### src/source/sprite_pkg.sv
package sprite_pkg;

  localparam int INSTR_WIDTH = 36;
  localparam int WORD_WIDTH  = 32;
  localparam int NUM_REGS    = 32;
  localparam int NUM_SLOTS   = 64;
  localparam int NUM_FIELDS  = 8;
  localparam int FIELD_WIDTH = 16;

  typedef logic [INSTR_WIDTH-1:0]        instr_t;  // program word
  typedef logic [WORD_WIDTH-1:0]         word_t;   // register value
  typedef logic [$clog2(NUM_REGS)-1:0]   reg_idx_t;
  typedef logic [$clog2(NUM_SLOTS)-1:0]  slot_idx_t;
  typedef logic [$clog2(NUM_FIELDS)-1:0] field_idx_t;
  typedef logic [FIELD_WIDTH-1:0]        field_t;

  // opcode = {bit 32, bits 6:0}
  localparam logic [7:0] OP_LI     = 8'h37;
  localparam logic [7:0] OP_REG    = 8'h33;
  localparam logic [7:0] OP_IMM    = 8'h13;
  localparam logic [7:0] OP_BRANCH = 8'h63;
  localparam logic [7:0] OP_JMP    = 8'h61;
  localparam logic [7:0] OP_SPLI   = 8'hB7;
  localparam logic [7:0] OP_SPLREG = 8'h81;
  localparam logic [7:0] OP_LISP   = 8'hBF;
  localparam logic [7:0] OP_DIST   = 8'hFF;

  // variant selects
  localparam logic [6:0] F7_ADD  = 7'd0;
  localparam logic [6:0] F7_SUB  = 7'd1;
  localparam logic [6:0] F7_ABS  = 7'd5;
  localparam logic [2:0] F3_ADDI = 3'd0;
  localparam logic [2:0] F3_SUBI = 3'd1;
  localparam logic [2:0] F3_BEQ  = 3'd0;
  localparam logic [2:0] F3_BNE  = 3'd1;
  localparam logic [2:0] F3_BLT  = 3'd4;
  localparam logic [2:0] F3_BGE  = 3'd5;

  typedef enum logic [3:0] {
    ALU_PASS, ALU_ADD, ALU_SUB, ALU_ABS, ALU_DIST,
    ALU_EQ, ALU_NE, ALU_LT, ALU_GE
  } alu_op_t;

  // sprite fields, kind 0 marks an empty slot
  localparam field_idx_t FIELD_KIND  = 3'd0;
  localparam field_idx_t FIELD_X     = 3'd1;
  localparam field_idx_t FIELD_Y     = 3'd2;
  localparam field_idx_t FIELD_FRAME = 3'd3;

  function automatic logic [7:0] op_of(instr_t i);
    return {i[32], i[6:0]};
  endfunction
  function automatic reg_idx_t rd_of(instr_t i);
    return i[11:7];
  endfunction
  function automatic logic [2:0] funct3_of(instr_t i);
    return i[14:12];
  endfunction
  function automatic reg_idx_t rs_b_of(instr_t i);
    return i[19:15];
  endfunction
  function automatic reg_idx_t rs_a_of(instr_t i);
    return i[24:20];
  endfunction
  function automatic logic [6:0] funct7_of(instr_t i);
    return i[31:25];
  endfunction
  function automatic logic [19:0] uimm_of(instr_t i);
    return i[31:12];
  endfunction
  function automatic logic [11:0] simm_of(instr_t i);
    return i[31:20];
  endfunction
  function automatic reg_idx_t sreg_of(instr_t i);
    return i[16:12];  // SPLREG slot register
  endfunction
  function automatic field_idx_t fsel_of(instr_t i);
    return i[35:33];
  endfunction
  function automatic logic [11:0] btarget_of(instr_t i);
    return {i[31:25], i[11:7]};
  endfunction
  function automatic logic [24:0] jtarget_of(instr_t i);
    return i[31:7];
  endfunction

endpackage

### src/source/sprite_port_if.sv
`timescale 1ns/1ns
interface sprite_port_if;
  import sprite_pkg::*;

  // single write port, core side
  logic       wr_en;
  slot_idx_t  wr_slot;
  field_idx_t wr_field;
  field_t     wr_data;

  // four combinational reads
  slot_idx_t  rd_slot  [4];
  field_idx_t rd_field [4];
  field_t     rd_data  [4];

  modport core (
    output wr_en, wr_slot, wr_field, wr_data, rd_slot, rd_field,
    input  rd_data
  );
  modport tbl (
    input  wr_en, wr_slot, wr_field, wr_data, rd_slot, rd_field,
    output rd_data
  );
endinterface

### src/source/core_control.sv
`timescale 1ns/1ns
module core_control #(
  parameter int PROG_DEPTH = 256
) (
  input  logic                          pixel_clk_in,
  input  logic                          rst_in,
  input  logic                          restart,
  input  sprite_pkg::instr_t            fetch_word,
  input  sprite_pkg::word_t             rdata0,
  input  sprite_pkg::word_t             rdata1,
  input  sprite_pkg::word_t             rdata2,
  input  sprite_pkg::word_t             rdata3,
  input  sprite_pkg::word_t             result,
  output logic [$clog2(PROG_DEPTH)-1:0] fetch_addr,
  output sprite_pkg::reg_idx_t          ra0,
  output sprite_pkg::reg_idx_t          ra1,
  output sprite_pkg::reg_idx_t          ra2,
  output sprite_pkg::reg_idx_t          ra3,
  output logic                          reg_we,
  output sprite_pkg::reg_idx_t          reg_wr_idx,
  output sprite_pkg::word_t             reg_wr_data,
  output sprite_pkg::alu_op_t           alu_op,
  output sprite_pkg::word_t             operand_a,
  output sprite_pkg::word_t             operand_b,
  output sprite_pkg::word_t             operand_c,
  output sprite_pkg::word_t             operand_d,
  sprite_port_if.core                   sp
);
  import sprite_pkg::*;

  localparam int PC_W = $clog2(PROG_DEPTH) + 1;  // top bit catches running off the end

  typedef enum logic [1:0] {FETCH, DECODE, EXECUTE, WRITEBACK} stage_t;
  typedef enum logic [1:0] {DST_REG, DST_SPRITE, DST_BRANCH, DST_JUMP} dest_t;

  stage_t          stage;
  logic [PC_W-1:0] pc;
  logic [PC_W-1:0] pc_next;
  logic            halted;
  instr_t          instr_q;  // word in flight
  dest_t           dest_q;
  slot_idx_t       slot_q;   // target slot of SPLI / SPLREG
  logic [7:0]      opcode;
  alu_op_t         op_d;
  word_t           a_d, b_d, c_d, d_d;
  dest_t           dest_d;
  logic            known_d;

  assign opcode     = op_of(fetch_word);  // rom word is valid in DECODE
  assign fetch_addr = pc[PC_W-2:0];

  // register read ports, fixed roles
  assign ra0 = rs_b_of(fetch_word);
  assign ra1 = rs_a_of(fetch_word);
  assign ra2 = rd_of(fetch_word);   // SPLI slot, SPLREG value
  assign ra3 = sreg_of(fetch_word); // SPLREG slot

  // port 0 doubles as the LISP read
  assign sp.rd_slot[0]  = slot_idx_t'(rdata0);
  assign sp.rd_field[0] = (opcode == OP_DIST) ? FIELD_X : fsel_of(fetch_word);
  assign sp.rd_slot[1]  = slot_idx_t'(rdata1);
  assign sp.rd_field[1] = FIELD_X;
  assign sp.rd_slot[2]  = slot_idx_t'(rdata0);
  assign sp.rd_field[2] = FIELD_Y;
  assign sp.rd_slot[3]  = slot_idx_t'(rdata1);
  assign sp.rd_field[3] = FIELD_Y;

  // decode
  always_comb begin
    op_d    = ALU_PASS;
    a_d     = '0;
    b_d     = '0;
    c_d     = '0;
    d_d     = '0;
    dest_d  = DST_REG;
    known_d = 1'b1;
    case (opcode)
      OP_LI:   a_d = word_t'(uimm_of(fetch_word));
      OP_SPLI: begin
        a_d    = word_t'(uimm_of(fetch_word));
        dest_d = DST_SPRITE;
      end
      OP_SPLREG: begin
        a_d    = rdata2;
        dest_d = DST_SPRITE;
      end
      OP_REG: begin
        a_d = rdata0;  // rd = rs_b op rs_a
        b_d = rdata1;
        case (funct7_of(fetch_word))
          F7_ADD:  op_d = ALU_ADD;
          F7_SUB:  op_d = ALU_SUB;
          F7_ABS:  op_d = ALU_ABS;
          default: known_d = 1'b0;
        endcase
      end
      OP_IMM: begin
        a_d = rdata0;
        b_d = word_t'(simm_of(fetch_word));  // zero extended
        case (funct3_of(fetch_word))
          F3_ADDI: op_d = ALU_ADD;
          F3_SUBI: op_d = ALU_SUB;
          default: known_d = 1'b0;
        endcase
      end
      OP_BRANCH: begin
        a_d    = rdata1;  // rs_a against rs_b, unsigned
        b_d    = rdata0;
        dest_d = DST_BRANCH;
        case (funct3_of(fetch_word))
          F3_BEQ:  op_d = ALU_EQ;
          F3_BNE:  op_d = ALU_NE;
          F3_BLT:  op_d = ALU_LT;
          F3_BGE:  op_d = ALU_GE;
          default: known_d = 1'b0;
        endcase
      end
      OP_JMP:  dest_d = DST_JUMP;
      OP_LISP: a_d = word_t'(sp.rd_data[0]);
      OP_DIST: begin
        op_d = ALU_DIST;
        a_d  = word_t'(sp.rd_data[0]);  // x pair
        b_d  = word_t'(sp.rd_data[1]);
        c_d  = word_t'(sp.rd_data[2]);  // y pair
        d_d  = word_t'(sp.rd_data[3]);
      end
      default: known_d = 1'b0;  // includes the zero terminator
    endcase
  end

  // latched at the end of DECODE
  always_ff @(posedge pixel_clk_in) begin
    if (stage == DECODE) begin
      instr_q   <= fetch_word;
      dest_q    <= dest_d;
      slot_q    <= slot_idx_t'((opcode == OP_SPLREG) ? rdata3 : rdata2);
      alu_op    <= op_d;
      operand_a <= a_d;
      operand_b <= b_d;
      operand_c <= c_d;
      operand_d <= d_d;
    end
  end

  always_comb begin
    case (dest_q)
      DST_BRANCH: pc_next = result[0] ? PC_W'(btarget_of(instr_q)) : pc + 1'b1;
      DST_JUMP:   pc_next = PC_W'(jtarget_of(instr_q));
      default:    pc_next = pc + 1'b1;
    endcase
  end

  // stage sequencer
  always_ff @(posedge pixel_clk_in) begin
    if (rst_in || restart) begin
      pc     <= '0;
      stage  <= FETCH;
      halted <= 1'b0;
    end else begin
      case (stage)
        FETCH: begin
          if (pc >= PC_W'(PROG_DEPTH)) begin
            halted <= 1'b1;  // ran past the end
          end else if (!halted) begin
            stage <= DECODE;
          end
        end
        DECODE: begin
          stage  <= known_d ? EXECUTE : FETCH;
          halted <= !known_d;
        end
        EXECUTE:   stage <= WRITEBACK;
        WRITEBACK: begin
          pc    <= pc_next;
          stage <= FETCH;
        end
      endcase
    end
  end

  // writeback, a restart in the same cycle wins
  assign reg_we      = (stage == WRITEBACK) && (dest_q == DST_REG) && !restart;
  assign reg_wr_idx  = rd_of(instr_q);
  assign reg_wr_data = result;
  assign sp.wr_en    = (stage == WRITEBACK) && (dest_q == DST_SPRITE) && !restart;
  assign sp.wr_slot  = slot_q;
  assign sp.wr_field = fsel_of(instr_q);
  assign sp.wr_data  = field_t'(result);  // low 16 bits

endmodule

### src/flat_wrapper.sv
// flat-port wrapper written by rule: the top's interface ports become plain ports
module core_control_flat import sprite_pkg::*;
#(
  parameter int PROG_DEPTH = 256
)
  (pixel_clk_in, rst_in, restart, fetch_word, rdata0, rdata1, rdata2, rdata3, result, fetch_addr, ra0, ra1, ra2, ra3, reg_we, reg_wr_idx, reg_wr_data, alu_op, operand_a, operand_b, operand_c, operand_d, sp_wr_en, sp_wr_slot, sp_wr_field, sp_wr_data, sp_rd_slot, sp_rd_field, sp_rd_data);
  sprite_port_if sp_i ();
  input  logic pixel_clk_in;
  input  logic rst_in;
  input  logic restart;
  input  sprite_pkg::instr_t fetch_word;
  input  sprite_pkg::word_t rdata0;
  input  sprite_pkg::word_t rdata1;
  input  sprite_pkg::word_t rdata2;
  input  sprite_pkg::word_t rdata3;
  input  sprite_pkg::word_t result;
  output logic [$clog2(PROG_DEPTH)-1:0] fetch_addr;
  output sprite_pkg::reg_idx_t ra0;
  output sprite_pkg::reg_idx_t ra1;
  output sprite_pkg::reg_idx_t ra2;
  output sprite_pkg::reg_idx_t ra3;
  output logic reg_we;
  output sprite_pkg::reg_idx_t reg_wr_idx;
  output sprite_pkg::word_t reg_wr_data;
  output sprite_pkg::alu_op_t alu_op;
  output sprite_pkg::word_t operand_a;
  output sprite_pkg::word_t operand_b;
  output sprite_pkg::word_t operand_c;
  output sprite_pkg::word_t operand_d;
  output wire logic [$bits(sp_i.wr_en)-1:0] sp_wr_en;
  output wire logic [$bits(sp_i.wr_slot)-1:0] sp_wr_slot;
  output wire logic [$bits(sp_i.wr_field)-1:0] sp_wr_field;
  output wire logic [$bits(sp_i.wr_data)-1:0] sp_wr_data;
  output wire logic [$bits(sp_i.rd_slot)-1:0] sp_rd_slot;
  output wire logic [$bits(sp_i.rd_field)-1:0] sp_rd_field;
  input wire logic [$bits(sp_i.rd_data)-1:0] sp_rd_data;
  assign sp_wr_en = sp_i.wr_en;
  assign sp_wr_slot = sp_i.wr_slot;
  assign sp_wr_field = sp_i.wr_field;
  assign sp_wr_data = sp_i.wr_data;
  assign sp_rd_slot = {>>{sp_i.rd_slot}};
  assign sp_rd_field = {>>{sp_i.rd_field}};
  assign sp_i.rd_data = {>>{sp_rd_data}};
  core_control #(.PROG_DEPTH(PROG_DEPTH)) u_core (.pixel_clk_in(pixel_clk_in), .rst_in(rst_in), .restart(restart), .fetch_word(fetch_word), .rdata0(rdata0), .rdata1(rdata1), .rdata2(rdata2), .rdata3(rdata3), .result(result), .fetch_addr(fetch_addr), .ra0(ra0), .ra1(ra1), .ra2(ra2), .ra3(ra3), .reg_we(reg_we), .reg_wr_idx(reg_wr_idx), .reg_wr_data(reg_wr_data), .alu_op(alu_op), .operand_a(operand_a), .operand_b(operand_b), .operand_c(operand_c), .operand_d(operand_d), .sp(sp_i));
endmodule
### config.mk
export PLATFORM = sky130hd
export DESIGN_NAME = core_control_flat
export DESIGN_NICKNAME = d
export VERILOG_FILES = /design/src/source/sprite_pkg.sv /design/src/source/sprite_port_if.sv /design/src/source/core_control.sv /design/src/flat_wrapper.sv
export SDC_FILE = /design/constraint.sdc
export NUM_CORES = 1
export LEC_CHECK = 0
export ABC_CLOCK_PERIOD_IN_PS = 8610
export BUFFER_PORTS_ARGS = -buffer_cell sky130_fd_sc_hd__clkbuf_2
export CELL_PAD_IN_SITES_DETAIL_PLACEMENT = 2
export CELL_PAD_IN_SITES_GLOBAL_PLACEMENT = 2
export CORE_AREA = 2 2 205 207
export DETAILED_ROUTE_END_ITERATION = 7
export DIE_AREA = 0 0 207 209
export PLACE_DENSITY_LB_ADDON = 0.1
export SETUP_SLACK_MARGIN = 0.3
export SYNTH_ARGS = -nofsm -noshare
export SYNTH_HDL_FRONTEND = slang
export SYNTH_SLANG_ARGS = --single-unit
### constraint.sdc
create_clock -name pixel_clk_in -period 8.61 [get_ports pixel_clk_in]
set_input_delay 0.4305 -clock pixel_clk_in [delete_from_list [all_inputs] [get_ports pixel_clk_in]]
set_output_delay 0.4305 -clock pixel_clk_in [all_outputs]
set_load 0.02 [all_outputs]
==> metrics.cfg, run 1 <==
[placed_design]
hpwl_um = 25500
io_buffer_count = 378
dpl.cell_count = 1436
place_congestion = 0.715

[synthesis]
synth_compound_area_frac = 0.159
ys_types = 47
synth_top_area_cell = edfxtp_1
synthXorXnorAreaFrac = 0
syn_inst = 655
synth_top_family_by_area = buffers and inverters
synth_seq_area_share = 0.537
synth_edf_count = 124
synth_top_area_share = 0.505
ys_top_cells_by_area = edfxtp_1, buf_4, a222oi_1
synth-main-ff-cell = edfxtp_1
synthMuxAreaShare = 0.00916
synthSimpleGateAreaFrac = 0.110
synthArstFlopShare = 0
synth_area_per_cell_um2 = 11.3
synth_fa_ha_area_frac = 0.00170
netlist_area_um2 = 7370
yosys_warnings = 0
synth-seq-cells = 136

[route]
drt-vias-per-instance = 4.19
first_pass_iters = 5
wl_per_cell_um = 23.0
ant_nets = 0
wirelength_um = 33800
drcViolationCount = 0
drt_iter0_markers = 360
vias = 6152

[floorplan]
num_rows = 75
coreArea_um2 = 41300
die_h_um = 209
die_w_um = 207
initial_core_util = 0.179
io_pins = 523
dieArea_um2 = 43300

[clock_network]
clock_sinks = 136
clk_pin_slew_ns = 0.06
post_cts_buffers = 0
cts_root_buffer = clkbuf_16
cts_hold_buf = 0
cts_resized = 0
cts_buffers = 17
clk_path_buf_depth = 2
clk_latency_ns = 0.44
cts_tree = done
h-tree-depth = 4

[worst_setup_path]
crit_chain = clkbuf_2 > nand2_1 > nor2_2 > and3_2 > buf_4 > or2_2 > clkbuf_2
slowest_stage = nor2_2
r2r_cells = 5
r2r-start = u_core.dest_q[0]
r2r-end = u_core.pc[8]
crit_fanout = 36
endpoint = sp_rd_field[9]
required_ns = 8.18
max_stage_delay_ns = 0.77
r2r_slack_ns = 6.80
critPathLaunch = fetch_word[5]
crit_arrival_ns = 3.01
end_kind = output port
path_class = in -> out
cp_common_cell = clkbuf_2
start_kind = input pin

[power]
powerDensity_nw_per_um2 = 182
vdd_ir_drop_max_uv = 88.5
leakage_nw = 4.32

[worst_hold_path]
hold_path_class = in -> reg

[grt]
top_usage_layer = met2
met3_usage = 0.0580
grt_max_degree = 127
grt_pass1_vias = 6577
grt_first_pass_wirelength_um = 47500
antenna_found_initial = 5
grt.overflow.total = 0
track_usage = 0.152
grt_use_met2 = 0.253
grt_util_met1 = 0.182

[sta]
fmax_mhz = 290
worst_slew_pin_slew_ns = 0.969
setup_viol = 0
skew_ns = 0.00764
slew-limit-headroom = 0.354
period_share = 0.400
fin_setup_tns_ns = 0
rsz0062_at_grt = no
finalHoldViolCount = 0
fin_crit_ns = 3.44
holdWs_ns = 0.189
slew_violations = 0

[finish]
fin_cells = 1469
areaGrowthSynthToFinish_pct = 29.6
drive_gt1_frac = 0.471
final_net_count = 1180

[job]
max_cap_viol_count = 0

[status]
outcome = complete, no violations

-- layer usage --
layer / part of all wire / routed length (um)
met1: 0.41 / 13900
met4: 0.015 / 491
met2: 0.49 / 16400
met3: 0.088 / 2960
met5: 0.00074 / 25
-- worst min-delay path by stage --
stage / from / to / slack [ns] / depth (start not counted)
final: fetch_word[35] / u_core.instr_q[35] / 0.19 / 1
after global placement: u_core.pc[8] / u_core.pc[8] / 0.51 / 2
after CTS: fetch_word[35] / u_core.instr_q[35] / 0.16 / 1
after detailed placement: u_core.pc[0] / u_core.pc[0] / 0.52 / 2
after floorplan: u_core.pc[0] / u_core.pc[0] / 0.47 / 2
after global routing: fetch_word[35] / u_core.instr_q[35] / 0.17 / 1
-- worst max-delay path: cells and delay by family --
family / cells / cell delay (ns)
simple gates: 4 / 1.76
buf+inv: 3 / 0.79
-- cell families (layout without fill, tap and decap cells) --
logic type,count (synthesis),in the layout
AOI/OAI and AO/OA,151,151
adders and majority gates,1,1
buffers and inverters,201,436
DFF,136,136
muxes,6,6
other,2,42
and+or+nand+nor,158,158
-- cell type report --
cell class / count / area, um^2
Fill cell: 4766 / 31700
Sequential cell: 136 / 3960
Multi-Input combinational cell: 357 / 2260
Timing Repair Buffer: 387 / 1970
Tap cell: 539 / 674
Clock buffer: 17 / 425
Clock inverter: 15 / 200
Inverter: 17 / 63.8
Antenna cell: 1 / 2.50
-- synth_stat cells (all sizes together), types with 2 or more instances --
master  number
a222oi      37
mux2         6
a22o        36
edfxtp     124
a31oi        2
nand2       59
and3         6
a22oi       23
inv         17
a311oi       2
nand3b       3
conb         2
a21oi       13
nor3         9
clkbuf      21
nand3        7
nor2b        5
dfxtp       12
or2          3
nor2        20
a31o         2
nor3b        2
buf        163
nand2b       3
and2        35
o21ai       29
-- flip-flops by register name, indices dropped and copies added (netlist names), named ones only --
signal and cells:
u_core.sp.wr_slot 6, u_core.operand_c 16, u_core.stage 1, u_core.operand_d 16, u_core.operand_a 32, u_core.pc 9
u_core.instr_q 16, u_core.operand_b 32, u_core.alu_op 4, u_core.halted 1, u_core.dest_q 2
-- stage by stage --
| stage | power (mW) | util | setup WS [ns] | cell area (um^2) |
|---|---|---|---|---|
| 3_3_place_gp | 0.949 | 0.216 | 5.08 | 8930 |
| 2_1_floorplan | 0.904 | - | 2.08 | 7520 |
| 3_5_place_dp | 0.950 | 0.216 | 5.08 | 8930 |
| 5_1_grt | 1.81 | 0.231 | 4.96 | 9560 |
| 4_1_cts | 1.78 | 0.231 | 5.08 | 9560 |
| 6_report | 1.74 | 0.232 | 5.17 | 9560 |
-- where the power goes --
group	total, mW	internal, mW	switching [mW]
Sequential	0.742	0.736	0.00556
Clock	0.806	0.486	0.320
Combinational	0.189	0.0615	0.128
-- placed cells by master (no fill, tap or decap), types with 4 or more instances in the layout --
master / netlist / routed
clkbuf_2: 2 / 378
edfxtp_1: 124 / 124
nand2_1: 59 / 59
conb_1: 2 / 41
a222oi_1: 37 / 37
a22o_1: 36 / 36
and2_1: 35 / 35
o21ai_0: 27 / 27
a22oi_1: 23 / 23
inv_1: 17 / 17
nor2_1: 18 / 17
clkbuf_16: 0 / 17
a21oi_1: 13 / 13
dfxtp_1: 12 / 12
buf_4: 149 / 8
nand3_1: 7 / 7
nor3_1: 7 / 6
mux2_2: 6 / 6
and3_1: 5 / 4
nor2b_1: 5 / 4
bufinv_16: 0 / 4
Note: power is estimated with default switching activity, not from simulation.
==> inputs of run 2 (changes only) <==
--- a/config.mk
+++ b/config.mk
@@ -5,13 +5,13 @@
 export SDC_FILE = /design/constraint.sdc
 export NUM_CORES = 1
 export LEC_CHECK = 0
-export ABC_CLOCK_PERIOD_IN_PS = 8610
+export ABC_CLOCK_PERIOD_IN_PS = 2840
 export BUFFER_PORTS_ARGS = -buffer_cell sky130_fd_sc_hd__clkbuf_2
 export CELL_PAD_IN_SITES_DETAIL_PLACEMENT = 2
 export CELL_PAD_IN_SITES_GLOBAL_PLACEMENT = 2
-export CORE_AREA = 2 2 205 207
+export CORE_AREA = 2 2 202 204
 export DETAILED_ROUTE_END_ITERATION = 7
-export DIE_AREA = 0 0 207 209
+export DIE_AREA = 0 0 204 206
 export PLACE_DENSITY_LB_ADDON = 0.1
 export SETUP_SLACK_MARGIN = 0.3
 export SYNTH_ARGS = -nofsm -noshare
==> constraint.sdc (replaced) <==
create_clock -name pixel_clk_in -period 2.84 [get_ports pixel_clk_in]
set_input_delay 0.142 -clock pixel_clk_in [delete_from_list [all_inputs] [get_ports pixel_clk_in]]
set_output_delay 0.142 -clock pixel_clk_in [all_outputs]
set_load 0.02 [all_outputs]
==> metrics.cfg, run 2 (synthesis gave the netlist of run 1 again) <==
[sta]
rsz0062_at_grt = no
finalHoldViolCount = 0  ; unchanged
fin_crit_ns = 2.24
setup_viol = 0  ; unchanged
skew_ns = 0.00931  ; +0.00167 ns
worst_slew_pin_slew_ns = 0.694  ; -0.275 ns
slew-limit-headroom = 0.537  ; +0.184
fmax_mhz = 447
period_share = 0.788
slew_violations = 0  ; unchanged
fin_ws_ns = 0.603  ; -4.56 ns
fin_setup_tns_ns = 0  ; unchanged

[clock_network]
clk_latency_ns = 0.44  ; about the same
cts_resized = 0  ; unchanged
cts_tree = done
cts_buffers = 17  ; unchanged
clk_pin_slew_ns = 0.07  ; about the same
cts_hold_buf = 113  ; +113
post_cts_buffers = 0  ; unchanged
cts_root_buffer = clkbuf_16
h-tree-depth = 4  ; unchanged
clock_sinks = 136  ; unchanged
clk_path_buf_depth = 2  ; unchanged

[worst_setup_path]
max_stage_delay_ns = 0.75  ; -0.02 ns
path_class = in -> reg
start_kind = input pin
cp_num_buf_inv = 4  ; +1
crit_chain = clkbuf_2 > and4bb_1 > and4_4 > buf_4 > a222oi_1 > dlygate4sd3_1 > inv_1
crit_arrival_ns = 2.56  ; -0.45 ns
required_ns = 3.16  ; -5.02 ns
end_kind = register
r2r-start = u_core.dest_q[0]
slowest_stage = and4bb_1
cp_top_family = simple AND/OR/NAND/NOR gates
critPathLaunch = fetch_word[32]
crit_fanout = 16  ; -56%

[power]
leakage_nw = 4.83  ; +12%
powerDensity_nw_per_um2 = 488  ; +170%
total_power_mw = 5.25  ; +200%
vdd_ir_drop_max_uv = 375  ; +320%

[finish]
drive_gt1_frac = 0.422  ; -0.0496
largestRegisters = u_core.operand_a x32, u_core.operand_b x32
layout_common_cells = clkbuf_2, edfxtp_1, dlygate4sd3_1
final_common_cell = clkbuf_2
final_net_count = 1301  ; +10%
areaGrowthSynthToFinish_pct = 45.8
fillers = 4579  ; -3.9%
utilization = 0.268  ; +0.0361

[route]
first_pass_iters = 7  ; +2
vias = 6716  ; +9.2%
drt-vias-per-instance = 4.24  ; +1.2%
wl_per_cell_um = 21.9  ; -4.9%
ant_nets = 0  ; unchanged
wirelength_um = 34700  ; +2.6%
drcViolationCount = 0  ; unchanged
drt_iter0_markers = 312  ; -13%

[floorplan]
die_w_um = 204  ; -1.4%
dieArea_um2 = 42000  ; -2.9%
io_pins = 523  ; unchanged
coreArea_um2 = 40200  ; -2.7%
initial_core_util = 0.184  ; +0.00492
num_rows = 74  ; -1.3%
die_h_um = 206  ; -1.4%

[placed_design]
post-place-ws_ns = 0.652  ; -4.43 ns
io_buffer_count = 378  ; unchanged
hpwl_um = 25900  ; +1.4%
place_congestion = 0.756  ; +5.8%

[grt]
grt_pass1_vias = 7071  ; +7.5%
grt_first_pass_wirelength_um = 49000  ; +3.0%
grt.overflow.total = 0  ; unchanged
track_usage = 0.161  ; +0.00923
antenna_found_initial = 3  ; -2
grt_max_degree = 63  ; -50%

[status]
outcome = complete, no violations

[worst_hold_path]
min_from = rdata2[5]
hold_path_class = in -> reg

[job]
max_cap_viol_count = 0  ; unchanged

==> run 2: cell types whose count changed in the layout (fill, tap and decap cells not counted), moves of 2 or more <==
cell and delta:
dlygate4sd3_1 +113, clkinv_1 +4, buf_12 +4, buf_4 +4, clkinv_4 -2
==> run 2: cell type report <==
| class | instances | area, um^2 | share of cell area |
|---|---|---|---|
| tap | 532 | 666 | 0.0619 |
| sequential | 136 | 3970 | 0.369 |
| timing repair buffer | 508 | 3210 | 0.299 |
| antenna | 2 | 5.00 | 0.000465 |
| clock inverter | 15 | 159 | 0.0148 |
| clock buffer | 17 | 425 | 0.0396 |
| inverter | 17 | 63.8 | 0.00593 |
| multi-input combinational | 357 | 2260 | 0.210 |
==> run 2: metal layers <==
metal,global-route usage,vias up,routed length [um],share of wire
met1,0.184,3359,13900,0.40
met2,0.287,297,17600,0.51
met5,0,-,26,0.00075
met4,0.0474,4,486,0.014
li1,-,3019,-,-
met3,0.0516,37,2590,0.075
==> run 2: report_power, final <==
part	total, mW	internal [mW]	switching, mW
Sequential	2.25	2.23	0.0167
Combinational	0.693	0.278	0.415
Clock	2.31	1.36	0.947
Total	5.25	3.87	1.38
==> run 2: worst min-delay path: stages <==
cell	delay [ns]
clkbuf_2	0.11
nand2_1	0.05
nand2_1	0.05
==> run 2: per-stage QoR <==
step | hold WS (ns) | instances | cell area, um^2
finish | 0.0125 | 1584 | 10800
global route | 0.0148 | 1583 | 10800
CTS | 0.00125 | 1582 | 10700
detailed placement | 0.284 | 1437 | 9030
global placement | 0.284 | 1437 | 9030
floorplan | 0.241 | 694 | 7530
==> run 2: path summary, 6_finish.rpt <==
check | to | slack, ns | cells past startpoint
worst min-delay path | u_core.operand_a[5] | 0.01 | 3
worst max-delay path | u_core.operand_b[15] | 0.60 | 7
worst min register to register | u_core.stage[0] | 0.47 | 1
worst max register to register | u_core.pc[8] | 0.97 | 5
==> inputs of run 3 (changes only) <==
--- a/config.mk
+++ b/config.mk
@@ -5,13 +5,13 @@
 export SDC_FILE = /design/constraint.sdc
 export NUM_CORES = 1
 export LEC_CHECK = 0
-export ABC_CLOCK_PERIOD_IN_PS = 2840
+export ABC_CLOCK_PERIOD_IN_PS = 2200
 export BUFFER_PORTS_ARGS = -buffer_cell sky130_fd_sc_hd__clkbuf_2
 export CELL_PAD_IN_SITES_DETAIL_PLACEMENT = 2
 export CELL_PAD_IN_SITES_GLOBAL_PLACEMENT = 2
-export CORE_AREA = 2 2 202 204
+export CORE_AREA = 2 2 205 207
 export DETAILED_ROUTE_END_ITERATION = 7
-export DIE_AREA = 0 0 204 206
+export DIE_AREA = 0 0 207 209
 export PLACE_DENSITY_LB_ADDON = 0.1
 export SETUP_SLACK_MARGIN = 0.3
 export SYNTH_ARGS = -nofsm -noshare
==> constraint.sdc (replaced) <==
create_clock -name pixel_clk_in -period 2.2 [get_ports pixel_clk_in]
set_input_delay 0.11 -clock pixel_clk_in [delete_from_list [all_inputs] [get_ports pixel_clk_in]]
set_output_delay 0.11 -clock pixel_clk_in [all_outputs]
set_load 0.02 [all_outputs]
==> metrics.cfg, run 3 (synthesis gave the netlist of run 1 again) <==
[worst_setup_path]
r2r_slack_ns = 0.57  ; -0.40 ns
required_ns = 2.39  ; -0.77 ns
r2r-start = u_core.stage[0]
crit_arrival_ns = 2.08  ; -0.48 ns
r2r-end = u_core.operand_b[7]
path_class = in -> reg
crit_fanout = 20  ; +4
end_kind = register
r2r_cells = 2  ; -3
start_kind = input pin

[route]
wl_met2_um = 17800  ; +1.3%
routed-wl-met3_um = 2930  ; +13%
ant_nets = 0  ; unchanged
wirelength_um = 35900  ; +3.5%
m1WireLength_um = 14600  ; +5.0%
first_pass_iters = 7  ; unchanged
vias = 6835  ; +1.8%
drt-vias-per-instance = 4.18  ; -1.3%
wl_per_cell_um = 22.0  ; +0.36%
drt_iter0_markers = 348  ; +12%
drcViolationCount = 0  ; unchanged
highest_layer = met5

[power]
p_switching_mw = 1.79  ; +30%
pwr-share-seq = 0.416  ; -0.012
powerDensity_nw_per_um2 = 620  ; +27%
p_int_mw = 5.18  ; +34%
switching_share = 0.257  ; -0.00548
leakage_nw = 5.06  ; +4.7%
clockPowerShare = 0.442  ; +0.002
comb_power_share = 0.142  ; +0.010
vdd_ir_drop_max_uv = 338  ; -9.8%

[finish]
final_common_cell = clkbuf_2
largestRegisters = u_core.operand_a x32, u_core.operand_b x32
areaGrowthSynthToFinish_pct = 52.6
num_antenna_cells = 0  ; -2
utilization = 0.272  ; +0.00486
regArea_um2 = 3970  ; unchanged
drive_gt1_frac = 0.418  ; -0.00364
layout_common_cells = clkbuf_2, dlygate4sd3_1, edfxtp_1
final_net_count = 1347  ; +3.5%
multi_input_comb_area_um2 = 2260  ; +0.33%
fillers = 4666  ; +1.9%

[grt]
antenna_found_initial = 3  ; unchanged
grt_pass1_vias = 7508  ; +6.2%
grt.overflow.total = 0  ; unchanged
grt_first_pass_wirelength_um = 51400  ; +5.0%
track_usage = 0.162  ; +0.00115
grt_max_degree = 46  ; -27%

[clock_network]
cts_root_buffer = clkbuf_16
cts_tree = done
cts_buffers = 17  ; unchanged
clk_path_buf_depth = 2  ; unchanged
clk_latency_ns = 0.44  ; about the same
clock_sinks = 136  ; unchanged
clk_pin_slew_ns = 0.06  ; about the same
h-tree-depth = 4  ; unchanged

[floorplan]
die_h_um = 209  ; +1.5%
num_rows = 75  ; +1.4%
coreArea_um2 = 41300  ; +2.8%
io_pins = 523  ; unchanged
initial_core_util = 0.179  ; -0.00492
dieArea_um2 = 43300  ; +2.9%
die_w_um = 207  ; +1.5%

[worst_hold_path]
hold_path_class = in -> reg
holdPathEnd = u_core.instr_q[25]
hold_depth = 1  ; -2
min_from = fetch_word[25]

[placed_design]
place_congestion = 0.731  ; -3.3%
io_buffer_count = 378  ; unchanged
hpwl_um = 27200  ; +5.1%

[sta]
fmax_mhz = 532
setup_viol = 0  ; unchanged
slew-limit-headroom = 0.588  ; +0.0504
slew_violations = 0  ; unchanged
finalHoldViolCount = 0  ; unchanged
holdWs_ns = 0.0344  ; +0.0219 ns
skew_ns = 0.00957  ; +0.000263 ns
rsz0062_at_grt = yes
fin_crit_ns = 1.88
worst_slew_pin_slew_ns = 0.617  ; -0.0769 ns
period_share = 0.855

[job]
max_cap_viol_count = 0  ; unchanged

[status]
outcome = complete, no violations

run 3: changes by cell type in the layout (fill, tap and decap cells not counted), moves of 2 or more:
cell,change
dlygate4sd3_1,+32
buf_4,+11
clkinv_1,-2
diode_2,-2
buf_12,+3
run 3: worst max-delay path by stage:
stage | slack (ns) | to | from
after global routing | 0.22 | u_core.operand_b[6] | fetch_word[3]
after floorplan | -0.48 | u_core.alu_op[0] | u_core.stage[0]
after CTS | 0.31 | sp_wr_en | register
after global placement | -0.06 | sp_rd_field[9] | fetch_word[5]
after detailed placement | -0.05 | sp_rd_field[9] | fetch_word[5]
final | 0.32 | u_core.operand_b[15] | fetch_word[32]
run 3: power groups by stage:
stage               Clock [mW]  Combinational (mW)  Sequential, mW
floorplan                    0               0.507            3.02
global placement             0               0.799            2.96
detailed placement           0               0.800            2.96
CTS                       3.20                1.00            2.90
global route              3.28                1.06            2.91
finish                    3.09               0.988            2.90
run 3: final cells by class:
cell class                 instances  share of cell area
timing repair buffer             554               0.327
sequential                       136               0.352
inverter                          17             0.00567
multi-input combinational        357               0.201
clock buffer                      18              0.0381
tap                              539              0.0599
clock inverter                    13              0.0158
run 3: timing repair:
item / CTS / global route
setup buffers: 1 / 0
setup endpoints to repair: 3 / 9
endpoints found under the hold margin: 110 / 1
hold buffers: 144 / 1
gates resized for setup: 1 / 1
pin swaps: 1 / 0
run 3: worst max-delay path, cell delays in order:
cell	delay [ns]
clkbuf_2	0.09
buf_4	0.17
and4bb_1	0.23
and4_4	0.23
buf_4	0.23
a222oi_1	0.34
dlygate4sd3_1	0.61
inv_1	0.04
run 3: through the flow:
stage | total power [mW] | setup slack, ns | instances | TNS, ns | instance area, um^2
floorplan | 3.52 | -0.483 | 694 | -60.64 | 7530
global placement | 3.76 | -0.0578 | 1457 | -0.0578 | 9180
detailed placement | 3.76 | -0.0491 | 1457 | -0.0491 | 9180
CTS | 7.10 | 0.306 | 1633 | 0 | 11200
global route | 7.25 | 0.222 | 1634 | 0 | 11300
finish | 6.98 | 0.319 | 1634 | 0 | 11300
run 3: layer usage:
| metal | vias up | GRT usage |
|---|---|---|
| met5 | - | 0 |
| met4 | 4 | 0.0438 |
| met3 | 30 | 0.0582 |
| met2 | 326 | 0.280 |
| met1 | 3367 | 0.190 |
| li1 | 3108 | - |
